===== config.mk =====
export PLATFORM = sky130hd
export DESIGN_NAME = fftPipeline
export DESIGN_NICKNAME = d
export VERILOG_FILES = /design/src/hdl/fftPkg.sv /design/src/hdl/frameIf.sv /design/src/hdl/sampleWindow.sv /design/src/hdl/butterflyStage.sv /design/src/hdl/spectrumStore.sv /design/src/hdl/fftPipeline.sv
export SDC_FILE = /design/constraint.sdc
export NUM_CORES = 2
export LEC_CHECK = 0
export BUFFER_PORTS_ARGS = -buffer_cell sky130_fd_sc_hd__buf_2
export CORE_MARGIN = 10
export CORE_UTILIZATION = 30
export CTS_BUF_LIST = sky130_fd_sc_hd__clkbuf_2 sky130_fd_sc_hd__clkbuf_4 sky130_fd_sc_hd__clkbuf_8
export CTS_CLUSTER_DIAMETER = 200
export DETAILED_ROUTE_END_ITERATION = 6
export MAX_ROUTING_LAYER = met4
export PLACE_DENSITY = 0.44
export SLEW_MARGIN = 5
export SYNTH_ARGS = -nofsm -noshare
export SYNTH_HDL_FRONTEND = slang
export SYNTH_SLANG_ARGS = --single-unit

===== constraint.sdc =====
create_clock -name clk -period 9.17 [get_ports clk]
set_clock_uncertainty 0.2 [all_clocks]
set_input_delay 0 -clock clk [delete_from_list [all_inputs] [get_ports clk]]
set_output_delay 0 -clock clk [all_outputs]
set_load 0.005 [all_outputs]

===== src/hdl/fftPkg.sv =====
`default_nettype none

package fftPkg;

	// Transform size
	localparam int FftPoints = 8;
	localparam int FftLog2 = 3;
	localparam int Butterflies = FftPoints / 2;

	// Fixed-point formats
	localparam int SampleWidth = 12;
	localparam int DataWidth = 24;
	localparam int FracBits = 8;

	// Wide enough to hold +1.0 as 256
	localparam int CoefWidth = 10;

	// Raw input sample
	typedef logic signed [SampleWidth-1:0] sample_t;

	// Working value inside the pipeline, FracBits below the point
	typedef logic signed [DataWidth-1:0] data_t;

	// Twiddle factor
	typedef logic signed [CoefWidth-1:0] coef_t;

	// Position within a frame
	typedef logic [FftLog2-1:0] index_t;

	// Butterfly stage sequencing
	typedef enum logic [1:0] {
		stIdle,
		stCompute,
		stHold
	} stageState_t;

	// W^k = cos(2*pi*k/8) - i*sin(2*pi*k/8), scaled by 256 and rounded
	localparam coef_t TwiddleReal [Butterflies] = '{
		10'sd256,
		10'sd181,
		10'sd0,
		-10'sd181
	};

	localparam coef_t TwiddleImag [Butterflies] = '{
		10'sd0,
		-10'sd181,
		-10'sd256,
		-10'sd181
	};

endpackage

`default_nettype wire


===== src/hdl/frameIf.sv =====
`timescale 1ns/1ps
`default_nettype none

// One complex frame per transfer, valid/ready handshake
interface frameIf;

	logic valid;
	logic ready;
	fftPkg::data_t re [fftPkg::FftPoints];
	fftPkg::data_t im [fftPkg::FftPoints];

	// Producer side
	modport source (
		output valid,
		output re,
		output im,
		input ready
	);

	// Consumer side
	modport sink (
		input valid,
		input re,
		input im,
		output ready
	);

endinterface

`default_nettype wire


===== src/hdl/sampleWindow.sv =====
`timescale 1ns/1ps
`default_nettype none

module sampleWindow (
	input logic clk,
	input logic reset,
	input fftPkg::sample_t sample,
	input logic advance,
	frameIf.source frameOut
);

	// Index 0 holds the newest sample
	fftPkg::sample_t window [fftPkg::FftPoints];
	fftPkg::sample_t nextWindow [fftPkg::FftPoints];
	fftPkg::data_t shuffled [fftPkg::FftPoints];
	logic frameValid;
	logic loadFrame;

	function automatic fftPkg::index_t bitReverse(input fftPkg::index_t idx);
		fftPkg::index_t rev;
		for (int i = 0; i < fftPkg::FftLog2; i++) begin
			rev[i] = idx[fftPkg::FftLog2-1-i];
		end
		return rev;
	endfunction

	// Window as it will look after this advance
	always_comb begin
		nextWindow[0] = sample;
		for (int i = 1; i < fftPkg::FftPoints; i++) begin
			nextWindow[i] = window[i-1];
		end
	end

	// Bit-reversed order, sign-extended and lifted to the fixed-point scale
	always_comb begin
		for (int j = 0; j < fftPkg::FftPoints; j++) begin
			shuffled[j] = fftPkg::data_t'(nextWindow[bitReverse(fftPkg::index_t'(j))])
				<<< fftPkg::FracBits;
		end
	end

	// A new frame only fits when the register is free or draining now
	assign loadFrame = advance && (!frameValid || frameOut.ready);

	always_ff @(posedge clk) begin
		if (reset) begin
			for (int i = 0; i < fftPkg::FftPoints; i++) begin
				window[i] <= '0;
			end
		end else if (advance) begin
			window <= nextWindow;
		end
	end

	always_ff @(posedge clk) begin
		if (reset) begin
			frameValid <= 1'b0;
		end else if (loadFrame) begin
			frameValid <= 1'b1;
		end else if (frameOut.ready) begin
			frameValid <= 1'b0;
		end
	end

	// Frame register
	always_ff @(posedge clk) begin
		if (loadFrame) begin
			for (int j = 0; j < fftPkg::FftPoints; j++) begin
				frameOut.re[j] <= shuffled[j];
				frameOut.im[j] <= '0;
			end
		end
	end

	assign frameOut.valid = frameValid;

	// Offered frame is not withdrawn before the first stage takes it
	holdUntilTaken: assert property (@(posedge clk) disable iff (reset)
		frameOut.valid && !frameOut.ready |=> frameOut.valid);

endmodule

`default_nettype wire


===== src/hdl/butterflyStage.sv =====
`timescale 1ns/1ps
`default_nettype none

module butterflyStage #(
	parameter int StageIndex = 0
) (
	input logic clk,
	input logic reset,
	frameIf.sink frameIn,
	frameIf.source frameOut
);

	fftPkg::stageState_t state;
	logic [fftPkg::FftLog2-2:0] counter;
	logic [fftPkg::FftLog2-2:0] twiddleIndex;
	logic takeIn;
	logic lastButterfly;

	// Frame being worked on in place
	fftPkg::data_t workRe [fftPkg::FftPoints];
	fftPkg::data_t workIm [fftPkg::FftPoints];

	fftPkg::index_t aIndex;
	fftPkg::index_t bIndex;
	fftPkg::data_t wRe;
	fftPkg::data_t wIm;
	fftPkg::data_t bRe;
	fftPkg::data_t bIm;
	fftPkg::data_t prodRe;
	fftPkg::data_t prodIm;

	// Butterfly pair and twiddle from the counter, half span 2^StageIndex
	always_comb begin
		int lowPart;
		int group;
		lowPart = int'(counter) & ((1 << StageIndex) - 1);
		group = int'(counter) >> StageIndex;
		aIndex = fftPkg::index_t'((group << (StageIndex + 1)) + lowPart);
		bIndex = fftPkg::index_t'((group << (StageIndex + 1)) + lowPart + (1 << StageIndex));
		twiddleIndex = (fftPkg::FftLog2-1)'(lowPart << (fftPkg::FftLog2 - 1 - StageIndex));
	end

	// W times b, with b scaled down first so the product stays in range
	always_comb begin
		wRe = fftPkg::data_t'(fftPkg::TwiddleReal[twiddleIndex]);
		wIm = fftPkg::data_t'(fftPkg::TwiddleImag[twiddleIndex]);
		bRe = workRe[bIndex] >>> fftPkg::FracBits;
		bIm = workIm[bIndex] >>> fftPkg::FracBits;
		prodRe = wRe * bRe - wIm * bIm;
		prodIm = wRe * bIm + wIm * bRe;
	end

	assign frameIn.ready = (state == fftPkg::stIdle);
	assign frameOut.valid = (state == fftPkg::stHold);
	assign takeIn = frameIn.valid && frameIn.ready;
	assign lastButterfly = (counter == (fftPkg::FftLog2-1)'(fftPkg::Butterflies - 1));

	always_ff @(posedge clk) begin
		if (reset) begin
			state <= fftPkg::stIdle;
			counter <= '0;
		end else begin
			unique case (state)
				fftPkg::stIdle: begin
					if (takeIn) begin
						state <= fftPkg::stCompute;
					end
				end
				fftPkg::stCompute: begin
					// One butterfly per clock, counter wraps back to zero
					counter <= counter + 1'b1;
					if (lastButterfly) begin
						state <= fftPkg::stHold;
					end
				end
				fftPkg::stHold: begin
					if (frameOut.ready) begin
						state <= fftPkg::stIdle;
					end
				end
				default: begin
					state <= fftPkg::stIdle;
				end
			endcase
		end
	end

	always_ff @(posedge clk) begin
		if (takeIn) begin
			workRe <= frameIn.re;
			workIm <= frameIn.im;
		end else if (state == fftPkg::stCompute) begin
			workRe[aIndex] <= workRe[aIndex] + prodRe;
			workIm[aIndex] <= workIm[aIndex] + prodIm;
			workRe[bIndex] <= workRe[aIndex] - prodRe;
			workIm[bIndex] <= workIm[aIndex] - prodIm;
		end
	end

	// Held frame is the work register itself
	always_comb begin
		frameOut.re = workRe;
		frameOut.im = workIm;
	end

	idleCounterClear: assert property (@(posedge clk) disable iff (reset)
		state == fftPkg::stIdle |-> counter == '0);

endmodule

`default_nettype wire


===== src/hdl/spectrumStore.sv =====
`timescale 1ns/1ps
`default_nettype none

module spectrumStore (
	input logic clk,
	input logic reset,
	frameIf.sink frameIn,
	input logic readHold,
	input fftPkg::index_t readAddress,
	output fftPkg::data_t readData,
	output logic outValid
);

	// Real parts of the last finished frame
	fftPkg::data_t spectrum [fftPkg::FftPoints];
	logic takeFrame;

	// Reader holding the data blocks the pipeline
	assign frameIn.ready = !readHold;
	assign takeFrame = frameIn.valid && frameIn.ready;

	always_ff @(posedge clk) begin
		if (reset) begin
			outValid <= 1'b0;
			for (int i = 0; i < fftPkg::FftPoints; i++) begin
				spectrum[i] <= '0;
			end
		end else begin
			outValid <= takeFrame;
			if (takeFrame) begin
				spectrum <= frameIn.re;
			end
		end
	end

	// Registered read port
	always_ff @(posedge clk) begin
		readData <= spectrum[readAddress];
	end

	// Held results stay put across the hold
	for (genvar i = 0; i < fftPkg::FftPoints; i++) begin : gHoldCheck
		holdStable: assert property (@(posedge clk) disable iff (reset)
			readHold |=> $stable(spectrum[i]));
	end

endmodule

`default_nettype wire


===== src/hdl/fftPipeline.sv =====
`timescale 1ns/1ps
`default_nettype none

module fftPipeline (
	input logic clk,
	input logic reset,
	input fftPkg::sample_t sample,
	input logic advance,
	input logic readHold,
	input fftPkg::index_t readAddress,
	output fftPkg::data_t readData,
	output logic outValid
);

	// Window -> stage 0 -> stage 1 -> stage 2 -> store
	frameIf links [fftPkg::FftLog2+1] ();

	sampleWindow window_i (
		.clk(clk),
		.reset(reset),
		.sample(sample),
		.advance(advance),
		.frameOut(links[0])
	);

	// Stage s combines pairs 2^s apart
	for (genvar s = 0; s < fftPkg::FftLog2; s++) begin : gStage
		butterflyStage #(
			.StageIndex(s)
		) stage_i (
			.clk(clk),
			.reset(reset),
			.frameIn(links[s]),
			.frameOut(links[s+1])
		);
	end

	spectrumStore store_i (
		.clk(clk),
		.reset(reset),
		.frameIn(links[fftPkg::FftLog2]),
		.readHold(readHold),
		.readAddress(readAddress),
		.readData(readData),
		.outValid(outValid)
	);

endmodule

`default_nettype wire


==> summary.txt <==
Global routing
  • Largest net degree at the start of global routing: 168
  • First-pass GRT wire length: approximately 500 mm
  • Vias in the first global route: ~71000
  • Total GRT Usage: 0.196
  • Grt ovf: 0
  • Antenna violations before repair: 20

Synthesis
  • Ys Warns: 0
  • Synth top area share: 0.370
  • Post-Syn Instances: 8874
  • Top-count cell post-synth: nand2_1
  • Mapped Area: about 0.097 sq mm
  • Synth top cells by count: nand2_1 (1254), edfxtp_1 (1192), inv_1 (1011), ha_1 (654), a21oi_1 (495)
  • Synth Flop Type: edfxtp_1
  • Async set-reset flop share out of synthesis: 0
  • #FFs+latches synth: approximately 1500
  • Syn nets: 10028
  • EDFF count, synth: between 1000 and 1500
  • Seq/Total Area, Yosys: 0.435
  • Synth area leader: edfxtp_1
  • Top post-synthesis cells by area: edfxtp_1 (37%), fa_1 (9.9%), ha_1 (8.5%)
  • Netlist cell types: just under 70
  • Synthesized area per cell: between 10 and 15 sq um

Floorplan
  • Starting Density: 0.301
  • I/O pin cnt: 44
  • Die Span Y: 588 um
  • Row Count: approximately 210
  • Die width: ~590 um
  • Die Area: roughly 0.35 sq mm
  • Core Area: 0.321 sq mm

CTS
  • CTS Buf Count: about 290
  • Clk pin slew, worst setup/hold paths: 60 ps
  • H-tree levels: 5
  • Clock tree buffer depth: 4
  • Clk sinks: about 1500
  • Clock root buffer: clkbuf_8
  • CTS tree: yes
  • Skew-Pair Late Insertion Delay: roughly 1000 ps

Power
  • Power density cells: ~170 mW/mm^2
  • Int Power: around 0.013 W
  • P_sw: slightly below 0.006 W
  • Logic pwr share: 0.202
  • Reg power frac: 0.431
  • Clock share of power: 0.367
  • Pleak: between 40 and 50 nW
  • Worst-case vdd ir drop: about 0.13 mV
  • Sw Share: 0.306

STA
  • Setup violators final: 0
  • Post-route clock period utilization: 0.998
  • Worst slew pin tran: about 1200 ps
  • Max-slew headroom: 0.197
  • Fin crit period: 9150 ps
  • Maximum clock rate: approximately 110 MHz
  • Endpoints failing hold: 0
  • RSZ-0062 raised after global routing: true
  • Final Max Slew Viols: 0

Layout
  • Fillers: 32236
  • Share of cells above drive strength 1: 0.173
  • Final cell count without fillers: between 10000 and 15000
  • Final instance area: 0.113 sq mm
  • Seq. cell area: between 0.04 and 0.05 sq mm
  • Multi-input gate area: 0.0505 sq mm
  • Final #Nets: ~10000
  • Area growth from synthesis to layout: 16.7%

Route
  • WL final: between 300 and 400 mm
  • Post-DR vias/cell: roughly 5.0
  • Residual DRC: 0
  • Pre-Repair DR Iteration Count: 6
  • Avg WL per Cell: about 25 um
  • Vias: approximately 70000
  • Post-route ant nets: 0
  • DRT iter0 DRCs: approximately 6600

Worst setup path
  • WS Path Type: reg2reg
  • CP endpoint kind: flop
  • Top delay family on crit path: adder cells
  • Critical path's slowest cell: mux4_2
  • CP max stage delay: between 500 and 600 ps
  • Arrival time at the worst endpoint: around 9700 ps
  • CP max FO: 8
  • Most used cell, CP: fa_1
  • CP required: just under 10000 ps
  • Critical Path Start Type: flop
  • CP bufs+invs: 9

Place
  • Placed inst area: between 0.1 and 0.15 sq mm
  • Hpwl dp: about 250 mm
  • IO Port Bufs: 43
  • DP Cell Count: about 13000
  • GP Congestion: approximately 0.93

Outcome
  • Outcome: completed

Worst hold path
  • Hold Path Class: in2reg

Run
  • Max-cap violations: 0
logic make-up after synthesis:
logic type	after synthesis	synth area share
other	1	0.0000387
xor gates and xnor gates	317	0.0288
adders and majority gates	1135	0.184
muxes	476	0.0829
DFF	1506	0.435
AOI/OAI and AO/OA	1626	0.107
and+or+nand+nor	2312	0.104
buffers and inverters	1501	0.0583
placed cells by master (no fill, tap or decap), types with 88 or more instances in the layout:
| cell type | n |
|---|---|
| nand2_1 | 1207 |
| edfxtp_1 | 1192 |
| inv_1 | 998 |
| ha_1 | 625 |
| buf_4 | 525 |
| a21oi_1 | 474 |
| fa_1 | 472 |
| nor2_1 | 450 |
| o21ai_0 | 410 |
| a22o_1 | 344 |
| clkbuf_8 | 327 |
| dfxtp_1 | 308 |
| mux4_2 | 257 |
| xnor2_1 | 238 |
| nand2b_1 | 204 |
| mux2i_1 | 181 |
| clkbuf_4 | 109 |
| nor2b_1 | 89 |
| a211oi_1 | 88 |
power by group through the flow:
stage	Combinational, W	Sequential, W	Clock (W)
final	0.00384	0.00818	0.00698
after global routing	0.00422	0.00821	0.00748
after CTS	0.00383	0.00817	0.00716
after detailed placement	0.00378	0.00832	0
after global placement	0.00376	0.00830	0
after floorplan	0.00276	0.00816	0
repair_timing:
action	in CTS	in global routing
endpoints found under the setup margin	111	149
pin swaps	16	102
hold buffers	38	0
resized for setup	36	247
buffers inserted	15	41
gates cloned	0	1
endpoints found under the hold margin	344	0
tightest hold or removal path: cells and delay by family:
kind / cells / cell delay, ps
buffers and inverters: 3 / 1170
per-layer routing:
metal | vias to the layer above | global-route usage | wire [um]
met4 | 0 | 0.0478 | 9310
met2 | 2207 | 0.292 | 150000
met5 | - | - | 0
li1 | 31602 | - | -
met3 | 452 | 0.0269 | 20700
met1 | 35537 | 0.283 | 163000
flip-flops by register name (all words and copies together), names as in the netlist:
register	cells
window_i.nextWindow	84
store_i.readData	24
store_i.spectrum	192
gStage.stage_i.frameOut.re	576
gStage.stage_i.state	6
window_i.frameOut.valid	1
gStage.stage_i.counter	6
gStage.stage_i.frameOut.im	520
store_i.outValid	1
window_i.frameOut.re	96
stage by stage:
step,hold WS [ps],utilization,TNS [ps],setup slack [ps],power (W)
after floorplan,-101,-,0,23.5,0.0109
after global placement,-1.27,0.327,-12030,-311,0.0121
after detailed placement,5.59,0.327,-11180,-269,0.0121
final,113,0.352,0,15.8,0.0190
after global routing,77.3,0.352,-12970,-326,0.0199
after CTS,8.08,0.347,0,5.39,0.0192
final timing paths:
| path | slack, ps | end | start | cells past startpoint |
|---|---|---|---|---|
| setup / recovery | 20 | gStage[2].stage_i.frameOut.im[71] | gStage[2].stage_i.counter[0] | 31 |
| hold / removal | 110 | window_i.frameOut.re[178] | sample[2] | 3 |
| setup reg to reg | 20 | gStage[2].stage_i.frameOut.im[71] | gStage[2].stage_i.counter[0] | 31 |
| hold reg to reg | 220 | window_i.frameOut.re[113] | window_i.nextWindow[21] | 0 |
final cells by class:
| type | count | share of cell area |
|---|---|---|
| repair buffers | 648 | 0.0462 |
| inverters | 1012 | 0.0337 |
| well taps | 4305 | 0.0477 |
| clock inverters | 88 | 0.00579 |
| multi-input cells | 5867 | 0.447 |
| clock buffers | 436 | 0.0471 |
| flip-flops and latches | 1506 | 0.373 |
| diodes | 11 | 0.000244 |
(Power assumes the default switching activity.)
